--- src/wb_pkg.sv ---
`default_nettype none

package wb_pkg;

    // exception codes
    localparam logic [5:0] ECODE_INT  = 6'h00;
    localparam logic [5:0] ECODE_PIL  = 6'h01;
    localparam logic [5:0] ECODE_PIS  = 6'h02;
    localparam logic [5:0] ECODE_PIF  = 6'h03;
    localparam logic [5:0] ECODE_PME  = 6'h04;
    localparam logic [5:0] ECODE_PPI  = 6'h07;
    localparam logic [5:0] ECODE_ADE  = 6'h08;
    localparam logic [5:0] ECODE_ALE  = 6'h09;
    localparam logic [5:0] ECODE_SYS  = 6'h0b;
    localparam logic [5:0] ECODE_BRK  = 6'h0c;
    localparam logic [5:0] ECODE_INE  = 6'h0d;
    localparam logic [5:0] ECODE_IPE  = 6'h0e;
    localparam logic [5:0] ECODE_TLBR = 6'h3f;

    // ade sub-codes, fetch vs data side
    localparam logic [8:0] ESUBCODE_ADEF = 9'd0;
    localparam logic [8:0] ESUBCODE_ADEM = 9'd1;

    // bit positions inside tlb_op
    localparam int TLB_OP_INV  = 0;
    localparam int TLB_OP_WR   = 1;
    localparam int TLB_OP_RD   = 2;
    localparam int TLB_OP_FILL = 3;
    localparam int TLB_OP_SRCH = 4;

    // control word from the memory stage
    typedef struct packed {
        logic        llbit_val;
        logic        llbit_set;
        logic [4:0]  tlb_idx;
        logic        tlb_found;
        logic [4:0]  tlb_op;
        logic [4:0]  inv_op;
        logic [9:0]  inv_asid;
        logic [18:0] inv_vpn;
        logic [31:0] mem_addr;
        logic        inst_valid;
        logic [4:0]  wreg_idx;
        logic        wreg_en;
        logic [31:0] inst;
        logic [31:0] pc;
        logic [31:0] result;
    } wb_ctrl_t;

    // exception word, excp_num bit 0 is the interrupt
    typedef struct packed {
        logic        ertn;
        logic [15:0] excp_num;
        logic        excp;
    } wb_excp_t;

    typedef struct packed {
        logic [5:0]  ecode;
        logic [8:0]  esubcode;
        logic [31:0] badv;
        logic        badv_valid;
        logic        tlb;
        logic        refill;
    } excp_info_t;

    // forwarding back into decode
    typedef struct packed {
        logic [31:0] result;
        logic [4:0]  wreg_idx;
        logic        wreg_en;
    } wb_bypass_t;

    typedef struct packed {
        logic        inv_en;
        logic        wr_en;
        logic        rd_en;
        logic        fill_en;
        logic        srch_en;
        logic [4:0]  inv_op;
        logic [9:0]  inv_asid;
        logic [18:0] inv_vpn;
        logic [4:0]  tlb_idx;
        logic        tlb_found;
    } tlb_req_t;

    // laid out as in the register, ie above plv
    typedef struct packed {
        logic       ie;
        logic [1:0] plv;
    } crmd_t;

endpackage

`default_nettype wire

--- src/wb_commit_top.sv ---
`timescale 1ns/1ps
`default_nettype none

module wb_commit_top #(
    parameter int tlb_idx_w = 5
) (
    input  wire logic             clk,
    input  wire logic             arst_n,
    input  wire logic             left_valid,
    input  wire logic             right_ready,
    input  wire logic             icache_busy,
    input  wire wb_pkg::wb_ctrl_t mem_ctrl,
    input  wire wb_pkg::wb_excp_t mem_excp,
    input  wire logic [31:0]      eentry,
    input  wire logic [31:0]      tlbrentry,
    input  wire logic [4:0]       raddr_a,
    input  wire logic [4:0]       raddr_b,
    output logic                  right_valid,
    output logic                  left_ready,
    output logic                  stall,
    output logic                  excp_flush,
    output logic                  ertn_flush,
    output wb_pkg::excp_info_t    excp_info,
    output logic                  rf_we,
    output logic [4:0]            rf_waddr,
    output logic [31:0]           rf_wdata,
    output logic                  llbit_set_en,
    output logic                  llbit_val,
    output wb_pkg::tlb_req_t      tlb_req,
    output logic                  tlb_hazard,
    output wb_pkg::wb_bypass_t    bypass,
    output logic [31:0]           rdata_a,
    output logic [31:0]           rdata_b,
    output wb_pkg::crmd_t         crmd,
    output wb_pkg::crmd_t         prmd,
    output logic [31:0]           era,
    output logic [5:0]            estat_ecode,
    output logic [8:0]            estat_esubcode,
    output logic [31:0]           badv,
    output logic                  redirect_valid,
    output logic [31:0]           redirect_pc
);

    // commit gating, all combinational
    wb_stage #(
        .tlb_idx_w (tlb_idx_w)
    ) u_wb_stage (
        .left_valid   (left_valid),
        .right_ready  (right_ready),
        .icache_busy  (icache_busy),
        .mem_ctrl     (mem_ctrl),
        .mem_excp     (mem_excp),
        .right_valid  (right_valid),
        .left_ready   (left_ready),
        .stall        (stall),
        .excp_flush   (excp_flush),
        .ertn_flush   (ertn_flush),
        .excp_info    (excp_info),
        .rf_we        (rf_we),
        .rf_waddr     (rf_waddr),
        .rf_wdata     (rf_wdata),
        .llbit_set_en (llbit_set_en),
        .llbit_val    (llbit_val),
        .tlb_req      (tlb_req),
        .tlb_hazard   (tlb_hazard),
        .bypass       (bypass)
    );

    wb_regfile u_wb_regfile (
        .clk     (clk),
        .arst_n  (arst_n),
        .we      (rf_we),
        .waddr   (rf_waddr),
        .wdata   (rf_wdata),
        .raddr_a (raddr_a),
        .raddr_b (raddr_b),
        .rdata_a (rdata_a),
        .rdata_b (rdata_b)
    );

    // era takes the pc of the slot in writeback
    wb_excp_csr u_wb_excp_csr (
        .clk            (clk),
        .arst_n         (arst_n),
        .excp_flush     (excp_flush),
        .ertn_flush     (ertn_flush),
        .pc             (mem_ctrl.pc),
        .excp_info      (excp_info),
        .eentry         (eentry),
        .tlbrentry      (tlbrentry),
        .crmd           (crmd),
        .prmd           (prmd),
        .era            (era),
        .estat_ecode    (estat_ecode),
        .estat_esubcode (estat_esubcode),
        .badv           (badv),
        .redirect_valid (redirect_valid),
        .redirect_pc    (redirect_pc)
    );

endmodule

`default_nettype wire

--- src/wb_excp_csr.sv ---
`timescale 1ns/1ps
`default_nettype none

module wb_excp_csr (
    input  wire logic               clk,
    input  wire logic               arst_n,
    input  wire logic               excp_flush,
    input  wire logic               ertn_flush,
    input  wire logic [31:0]        pc,
    input  wire wb_pkg::excp_info_t excp_info,
    input  wire logic [31:0]        eentry,
    input  wire logic [31:0]        tlbrentry,
    output wb_pkg::crmd_t           crmd,
    output wb_pkg::crmd_t           prmd,
    output logic [31:0]             era,
    output logic [5:0]              estat_ecode,
    output logic [8:0]              estat_esubcode,
    output logic [31:0]             badv,
    output logic                    redirect_valid,
    output logic [31:0]             redirect_pc
);

    always_ff @(posedge clk or negedge arst_n) begin
        if (!arst_n) begin
            crmd           <= '0;
            prmd           <= '0;
            era            <= '0;
            estat_ecode    <= '0;
            estat_esubcode <= '0;
            badv           <= '0;
        end else if (excp_flush) begin
            // park the current mode and enter kernel with irqs off
            prmd           <= crmd;
            crmd           <= '0;
            era            <= pc;
            estat_ecode    <= excp_info.ecode;
            estat_esubcode <= excp_info.esubcode;
            // badv only for address-carrying causes
            if (excp_info.badv_valid) begin
                badv <= excp_info.badv;
            end
        end else if (ertn_flush) begin
            crmd <= prmd;
        end
    end

    // redirect target for fetch
    always_comb begin
        redirect_valid = excp_flush || ertn_flush;
        if (excp_flush) begin
            // refill has its own entry point
            redirect_pc = excp_info.refill ? tlbrentry : eentry;
        end else begin
            redirect_pc = era;
        end
    end

    assert property (@(posedge clk) disable iff (!arst_n) !(excp_flush && ertn_flush))
        else $error("wb_excp_csr: exception and ertn flush together");

endmodule

`default_nettype wire

--- src/wb_excp_encode.sv ---
`timescale 1ns/1ps
`default_nettype none

module wb_excp_encode (
    input  wire logic [15:0]   excp_num,
    input  wire logic [31:0]   pc,
    input  wire logic [31:0]   mem_addr,
    input  wire logic          left_valid,
    output wb_pkg::excp_info_t info
);
    import wb_pkg::*;

    logic [3:0] sel;
    logic       any;
    logic       fetch_fault;
    logic       data_fault;
    logic       tlb_fault;
    logic       refill_fault;

    // scan downward so the lowest set bit lands last
    always_comb begin
        sel = 4'd0;
        any = 1'b0;
        for (int i = 15; i >= 0; i--) begin
            if (excp_num[i]) begin
                sel = 4'(i);
                any = 1'b1;
            end
        end
    end

    // classes of the winning cause
    always_comb begin
        fetch_fault  = any && (sel inside {[4'd1:4'd4]});
        data_fault   = any && (sel >= 4'd9);
        tlb_fault    = any && (sel inside {[4'd2:4'd4], [4'd11:4'd15]});
        refill_fault = any && (sel == 4'd2 || sel == 4'd11);
    end

    always_comb begin
        info = '0;
        if (any) begin
            case (sel)
                4'd0:    info.ecode = ECODE_INT;
                4'd1:    info.ecode = ECODE_ADE;
                4'd2:    info.ecode = ECODE_TLBR;
                4'd3:    info.ecode = ECODE_PIF;
                4'd4:    info.ecode = ECODE_PPI;
                4'd5:    info.ecode = ECODE_SYS;
                4'd6:    info.ecode = ECODE_BRK;
                4'd7:    info.ecode = ECODE_INE;
                4'd8:    info.ecode = ECODE_IPE;
                4'd9:    info.ecode = ECODE_ALE;
                4'd10:   info.ecode = ECODE_ADE;
                4'd11:   info.ecode = ECODE_TLBR;
                4'd12:   info.ecode = ECODE_PME;
                4'd13:   info.ecode = ECODE_PPI;
                4'd14:   info.ecode = ECODE_PIS;
                default: info.ecode = ECODE_PIL;
            endcase
        end
        // only adem takes a nonzero sub-code
        info.esubcode = (any && sel == 4'd10) ? ESUBCODE_ADEM : ESUBCODE_ADEF;
        // fetch faults report pc and data faults the access address
        if (fetch_fault) begin
            info.badv = pc;
        end else if (data_fault) begin
            info.badv = mem_addr;
        end
        info.badv_valid = (fetch_fault || data_fault) && left_valid;
        info.tlb        = tlb_fault && left_valid;
        info.refill     = refill_fault && left_valid;
    end

endmodule

`default_nettype wire

--- src/wb_regfile.sv ---
`timescale 1ns/1ps
`default_nettype none

module wb_regfile (
    input  wire logic        clk,
    input  wire logic        arst_n,
    input  wire logic        we,
    input  wire logic [4:0]  waddr,
    input  wire logic [31:0] wdata,
    input  wire logic [4:0]  raddr_a,
    input  wire logic [4:0]  raddr_b,
    output logic [31:0]      rdata_a,
    output logic [31:0]      rdata_b
);

    // r0 has no storage
    logic [31:0] regs [1:31];

    always_ff @(posedge clk or negedge arst_n) begin
        if (!arst_n) begin
            for (int i = 1; i < 32; i++) begin
                regs[i] <= '0;
            end
        end else if (we && waddr != 5'd0) begin
            regs[waddr] <= wdata;
        end
    end

    // no write-through, new value shows a cycle later
    assign rdata_a = (raddr_a == 5'd0) ? 32'd0 : regs[raddr_a];
    assign rdata_b = (raddr_b == 5'd0) ? 32'd0 : regs[raddr_b];

endmodule

`default_nettype wire

--- src/wb_stage.sv ---
`timescale 1ns/1ps
`default_nettype none

module wb_stage #(
    parameter int tlb_idx_w = 5
) (
    input  wire logic             left_valid,
    input  wire logic             right_ready,
    input  wire logic             icache_busy,
    input  wire wb_pkg::wb_ctrl_t mem_ctrl,
    input  wire wb_pkg::wb_excp_t mem_excp,
    output logic                  right_valid,
    output logic                  left_ready,
    output logic                  stall,
    output logic                  excp_flush,
    output logic                  ertn_flush,
    output wb_pkg::excp_info_t    excp_info,
    output logic                  rf_we,
    output logic [4:0]            rf_waddr,
    output logic [31:0]           rf_wdata,
    output logic                  llbit_set_en,
    output logic                  llbit_val,
    output wb_pkg::tlb_req_t      tlb_req,
    output logic                  tlb_hazard,
    output wb_pkg::wb_bypass_t    bypass
);
    import wb_pkg::*;

    logic                 excp;
    logic                 ertn;
    logic                 hold;
    logic                 commit_ok;
    logic [tlb_idx_w-1:0] tlb_idx;

    assign excp = mem_excp.excp;
    assign ertn = mem_excp.ertn;

    // index trimmed to the configured tlb depth
    assign tlb_idx = mem_ctrl.tlb_idx[tlb_idx_w-1:0];

    wb_excp_encode u_wb_excp_encode (
        .excp_num   (mem_excp.excp_num),
        .pc         (mem_ctrl.pc),
        .mem_addr   (mem_ctrl.mem_addr),
        .left_valid (left_valid),
        .info       (excp_info)
    );

    // redirect must wait until the icache is idle
    assign hold  = left_valid && icache_busy && (excp || ertn);
    assign stall = hold;

    assign right_valid = left_valid && !hold;
    assign left_ready  = right_ready && !hold;

    assign excp_flush = excp && left_valid && !icache_busy;
    // exception outranks a return in the same slot
    assign ertn_flush = ertn && left_valid && !icache_busy && !excp;

    // side effects that a faulting instruction may not have
    assign commit_ok = left_valid && !excp;

    assign rf_we    = mem_ctrl.wreg_en && mem_ctrl.inst_valid && commit_ok;
    assign rf_waddr = mem_ctrl.wreg_idx;
    assign rf_wdata = mem_ctrl.result;

    assign llbit_set_en = mem_ctrl.llbit_set && commit_ok;
    assign llbit_val    = mem_ctrl.llbit_val;

    always_comb begin
        tlb_req.inv_en    = mem_ctrl.tlb_op[TLB_OP_INV] && commit_ok;
        tlb_req.wr_en     = mem_ctrl.tlb_op[TLB_OP_WR] && commit_ok;
        tlb_req.fill_en   = mem_ctrl.tlb_op[TLB_OP_FILL] && commit_ok;
        // read and search only need a live slot
        tlb_req.rd_en     = mem_ctrl.tlb_op[TLB_OP_RD] && left_valid;
        tlb_req.srch_en   = mem_ctrl.tlb_op[TLB_OP_SRCH] && left_valid;
        tlb_req.inv_op    = mem_ctrl.inv_op;
        tlb_req.inv_asid  = mem_ctrl.inv_asid;
        tlb_req.inv_vpn   = mem_ctrl.inv_vpn;
        tlb_req.tlb_idx   = 5'(tlb_idx);
        tlb_req.tlb_found = mem_ctrl.tlb_found;
    end

    // tlbrd and tlbsrch update csrs that younger ops may read
    assign tlb_hazard = (mem_ctrl.tlb_op[TLB_OP_RD] || mem_ctrl.tlb_op[TLB_OP_SRCH])
                        && commit_ok;

    // forwarding sees any live slot
    always_comb begin
        bypass.result   = mem_ctrl.result;
        bypass.wreg_idx = mem_ctrl.wreg_idx;
        bypass.wreg_en  = mem_ctrl.wreg_en && left_valid;
    end

endmodule

`default_nettype wire
--- config.mk ---
export PLATFORM = sky130hd
export DESIGN_NAME = wb_commit_top
export DESIGN_NICKNAME = d
export VERILOG_FILES = /design/src/wb_pkg.sv /design/src/wb_commit_top.sv /design/src/wb_excp_csr.sv /design/src/wb_excp_encode.sv /design/src/wb_regfile.sv /design/src/wb_stage.sv
export SDC_FILE = /design/constraint.sdc
export NUM_CORES = 2
export LEC_CHECK = 0
export BUFFER_PORTS_ARGS = -buffer_cell sky130_fd_sc_hd__buf_2
export CAP_MARGIN = 40
export CORE_UTILIZATION = 40
export DETAILED_ROUTE_END_ITERATION = 6
export SKIP_LAST_GASP = 1
export SYNTH_ARGS = -nofsm -noshare
export SYNTH_HDL_FRONTEND = slang
export SYNTH_SLANG_ARGS = --single-unit
--- constraint.sdc ---
create_clock -name clk -period 6.65 [get_ports clk]
set_input_delay 0.9975 -clock clk [delete_from_list [all_inputs] [get_ports clk]]
set_output_delay 0.9975 -clock clk [all_outputs]
set_load 0.01 [all_outputs]
Word-level counts from Yosys, hierarchy flattened

Memories as Yosys holds them, arrays and structs flattened.
Index checks and enable logic that the tools add are counted.

Register bits: 1077
Memory bits (read-only): 96
Memories kept: 1

Memories:

| memory           | words | bits a word | read ports | clocked after memory_dff | wr ports | RTL line             | RTL |
|---|---|---|---|---|---|---|---|
| (name not given) | 16    | 6           | 1          | 0                        | 0        | wb_excp_encode.sv:43 | `case (sel)` |

Order comparisons: 10
Equality and inequality tests: 3
Muxes and demuxes: 51
Bitwise logic cells: 3
Reduce and logical (&&, ||, !) cells: 47

Operator list:

| cell                 | count |
|---|---|
| $bwmux W992          | 1 |
| $mux W32             | 11 |
| $bmux W32 S5         | 2 |
| $demux W32 S5        | 1 |
| $mux W4              | 16 |
| $logic_and A1 B1 Y1  | 33 |
| $ge A6 B6 Y1 const B | 3 |
| $not A5 Y6           | 3 |
| $mux W1              | 17 |
| $logic_not A5 Y1     | 2 |
| $eq A4 B4 Y1 const B | 2 |
| $ge A4 B4 Y1 const B | 2 |
| $lt A6 B1 Y1 const B | 1 |
| $mux W3              | 2 |
| $mux W6              | 1 |
| $logic_or A1 B1 Y1   | 5 |
| $reduce_bool A5 Y1   | 1 |
| $eq A4 B2 Y1 const B | 1 |
| $ge A4 B1 Y1 const B | 1 |
| $ge A4 B2 Y1 const B | 1 |
| $le A4 B3 Y1 const B | 1 |
| $le A4 B4 Y1 const B | 1 |
| $reduce_bool A2 Y1   | 2 |
| $logic_not A1 Y1     | 3 |
| $reduce_and A2 Y1    | 1 |

Logic depth before layout (Yosys ltp)

Depth after elaboration: 22
Mapped depth: 12
Depth with buffers taken out: 10

Cells and area by module

From an unflattened synthesis, not the netlist that was laid out.

Cell total of the unflattened synthesis: 4331
Area total of the unflattened synthesis: 59565.9 um^2

By module, submodules not included:

| module         | instances | cells an instance | area an instance (um^2) |
|---|---|---|---|
| wb_regfile     | 1         | 3775              | 53585.1 |
| wb_excp_csr    | 1         | 291               | 4000.1 |
| wb_stage       | 1         | 131               | 998.5 |
| wb_excp_encode | 1         | 134               | 982.2 |

Worst setup path after synthesis

No wires, ideal clock.

Kind: in2out
From: input port mem_excp[4] in the netlist's numbering
To: output port redirect_pc[14]
Arrival: 3.081 ns
Data required time: 5.653 ns
Setup slack: 2.571 ns
Cell stages on the path: 11
Path buffers: 4
Path through: or4_4 > buf_6 > or2_1 > buf_6 > ha_1 > and4_1 > a21boi_1 > buf_2 > buf_4 > nand3_1 > o211ai_1

Word-level cells in the longest chain between the ends: 10

RTL lines:

| element                                             | RTL line             | RTL |
|---|---|---|
| from (decl)                                         | wb_commit_top.sv:13  | `input wire wb_pkg::wb_excp_t mem_excp,` |
| $mux W4 (4 in a row)                                | wb_excp_encode.sv:25 | `if (excp_num[i]) begin` |
| $eq A4 B2 Y1 / $eq A4 B4 Y1 (equally long branches) | wb_excp_encode.sv:37 | `refill_fault = any && (sel == 4'd2 \|\| sel == 4'd11);` |
| $logic_or A1 B1 Y1                                  | wb_excp_encode.sv:37 |  |
| $logic_and A1 B1 Y1 *                               | wb_excp_encode.sv:37 |  |
| $logic_and A1 B1 Y1 *                               | wb_excp_encode.sv:72 | `info.refill = refill_fault && left_valid;` |
| $mux W32 *                                          | wb_excp_csr.sv:52    | `redirect_pc = excp_info.refill ? tlbrentry : eentry;` |
| $mux W32 *                                          | wb_excp_csr.sv:50    | `if (excp_flush) begin` |
| to (decl)                                           | wb_commit_top.sv:41  | `output logic [31:0] redirect_pc` |

Mark *: on every way between the ends. The rest lies on a longest branch, timed or not.

Worst setup path after layout

From: input port mem_excp[10] in the netlist's numbering
To: output port redirect_pc[21]

Word-level cells in the longest chain between the ends: 16

RTL lines:

| element                                             | RTL line |
|---|---|
| $mux W4 (10 in a row)                               | wb_excp_encode.sv:25 |
| $eq A4 B2 Y1 / $eq A4 B4 Y1 (equally long branches) | wb_excp_encode.sv:37 |
| $logic_or A1 B1 Y1                                  | wb_excp_encode.sv:37 |
| $logic_and A1 B1 Y1 *                               | wb_excp_encode.sv:37 |
| $logic_and A1 B1 Y1 *                               | wb_excp_encode.sv:72 |
| $mux W32 *                                          | wb_excp_csr.sv:52 |
| $mux W32 *                                          | wb_excp_csr.sv:50 |

Marked as above.

==> results.cfg <==
[die]
start_util_pct = 40.49
die_y_um = 384.0
rows = 139
io_pins = 640
core_area_mm2 = 0.1442
die_w_um = 384.0
die-area_mm2 = 0.1475

[power_and_ir_drop]
intPower_mw = 12.08
switching_power_mw = 4.194
seq_power_share_pct = 43.8
p_sw_share_pct = 25.77
p_clk_share_pct = 43.2
irDropWorstVdd_uv = 208.4
pwr-share-comb_pct = 13.0
p_per_area_mw_per_mm2 = 244.9
p_leak_nw = 30.93

[synth]
synth-async-reset-ratio_pct = 100.0
synth_area_leader_cell = dfrtp_1
syn-cell-area_mm2 = 0.05838
ys_types = 57
synth_top_cells_by_count = 1100 x mux2_2, 1068 x dfrtp_1, 576 x mux4_2
synth.avg_cell_area_um2 = 15.40
synth_area_leaders = dfrtp_1 46%, mux4_2 22%, mux2_2 21%
synth_cells = 3791
yosys_warnings = 0
ys_ff_latch = 1068
yosys.area.top_type_share_pct = 45.78
synthFlopType = dfrtp_1
synth_edf_count = 0
ys_seq_area_share_pct = 45.78
yosys.cell_count.top_type = mux2_2

[timing]
min_period_ns = 5.276
tightest_slew_ns = 0.9728
slew_headroom_pct = 35.15
clock_skew_ns = 0.01181
finalHoldViolations = 0
finalMaxSlewViolations = 0
rsz0062_at_grt = no
setup_ws_ns = 1.374
max_clock_freq_ghz = 0.1895
setup_viol_count_final = 0
totalNegativeSetupSlack_ns = 0
fin_crit_sh_pct = 79.34

[worst_setup_path]
crit_arrival_ns = 4.28
crit_path_start_kind = primary input
cp.required_ns = 5.65
r2r_cells = 2
crit_path_max_fanout = 36
regToRegSetupSlack_ns = 5.76
crit_path_end_kind = output port
setup.worst_path.class = primary input to output port

[place]
placed_cells = 5798
place_ws_ns = 1.421
place_congestion = 0.8779
dp_hpwl_um = 111700
port_buffers = 509
placed_area_mm2 = 0.06224

[cells_and_area]
multi_input_area_mm2 = 0.02898
fin_area_mm2 = 0.06646
final_cells = 6016
syn2layout_area_growth_pct = 13.84
regArea_mm2 = 0.02673
drive_above_1_share_pct = 62.52
n_fill_cell = 12560
utilization_pct = 46.09
fin_nets = 4302

[clock_network]
cts_buffer_depth = 3
htreeDepth = 3
cts_tree = built
clock_sinks = 1068
holdBufCountCts = 0
cts.clk_slew.worst_paths_ns = 0.06
post_cts_buffers = 0
cts_root_buf = clkbuf_16
cts_buffers = 118
clk_latency_ns = 0.74
cts_resized = 0

[global_routing]
grt_usage_pct = 24.48
grt_pass1_wl_um = 264300
grt_max_degree = 156
grt_pass1_vias = 36930
antenna_found_initial = 19
grt.overflow.total = 0

[route]
drtAntennaViolNets = 0
vias_per_cell = 6.031
vias = 36280
drc = 0
firstDrtPassIters = 5
wl_um = 180100
drt_iter0_markers = 2894
routedWlPerCell_um = 29.94

[run]
maxCapViolations = 0

[outcome]
outcome = complete, no violations

[worst_hold_path]
hold_path.class = primary input to async pin
-- cell type report --
cell class	count	share of cell area, %
Antenna cell	1	0.003766
Clock buffer	172	5.311
Clock inverter	44	1.004
Inverter	12	0.07155
Multi-Input combinational cell	2199	43.61
Sequential cell	1068	40.22
Tap cell	1903	3.583
Timing Repair Buffer	617	6.198
-- cells by family after synthesis --
logic type / synth area share (%)
DFF: 45.78
buffers and inverters: 5.005
other: 0.006424
and+or+nand+nor: 2.272
adders and majority gates: 0.1500
muxes: 43.88
AOI/OAI and AO/OA: 2.902
-- metrics by stage --
stage                     hold WS, ns  power, mW
after floorplan                0.4712      8.520
after global placement         0.4730      9.311
after detailed placement       0.4765      9.365
after CTS                      0.2903      16.43
after global routing           0.3596      16.88
final                          0.3066      16.28
-- power by group through the flow --
stage	registers, mW	logic [mW]	clock network [mW]
3_5_place_dp	7.23	2.13	0
4_1_cts	7.12	2.13	7.18
2_1_floorplan	7.21	1.31	0
5_1_grt	7.18	2.26	7.44
6_report	7.13	2.11	7.03
3_3_place_gp	7.22	2.10	0
-- registers in the layout, indices dropped and copies added (netlist names) --
| signal | cells |
|---|---|
| u_wb_excp_csr.badv | 32 |
| u_wb_excp_csr.crmd | 3 |
| u_wb_excp_csr.era | 32 |
| u_wb_excp_csr.estat_ecode | 5 |
| u_wb_excp_csr.estat_esubcode | 1 |
| u_wb_excp_csr.prmd | 3 |
| u_wb_regfile.regs | 992 |
-- layout by cell type, fill, tap and decap left out, types with 12 or more instances in the layout --
master,n
o21ai_0,12
clkbuf_1,20
nor2_4,22
nand2_1,147
a22o_2,32
nand3_1,37
clkbuf_8,31
mux4_2,576
conb_1,16
buf_4,59
mux2_2,1100
buf_2,501
clkinv_2,17
o211ai_1,33
bufinv_16,14
clkbuf_16,121
nor2_1,24
dfrtp_1,1068
buf_12,39
a22o_1,88
mux2_1,23
-- metal layers --
metal	wire length [um]	GRT usage (%)	vias to the layer above
met5	79	0	-
met4	4664	6.972	12
met3	10250	3.787	283
met2	84320	37.67	1144
met1	80810	35.86	19890
li1	-	-	14950
-- final timing paths --
path | start | to
max in group asynchronous | arst_n | u_wb_regfile.regs[80]
min reg2reg | u_wb_excp_csr.era[8] | u_wb_excp_csr.era[8]
max reg2reg | u_wb_excp_csr.era[24] | u_wb_excp_csr.era[24]
max | mem_excp[10] | redirect_pc[21]
min in group clk | mem_ctrl[47] | u_wb_excp_csr.era[15]
min | arst_n | u_wb_regfile.regs[55]
-- critical path, cell delays in order --
cell and delay (ns):
buf_2 0.11, or3_1 0.35, o21ai_0 0.41, and2_1 0.31
inv_1 0.13, ha_1 0.25, nand4_1 0.08, a21boi_4 0.74
buf_4 0.43, nand3_1 0.14, o211ai_1 0.13, buf_2 0.19
(Power assumes the default switching activity.)
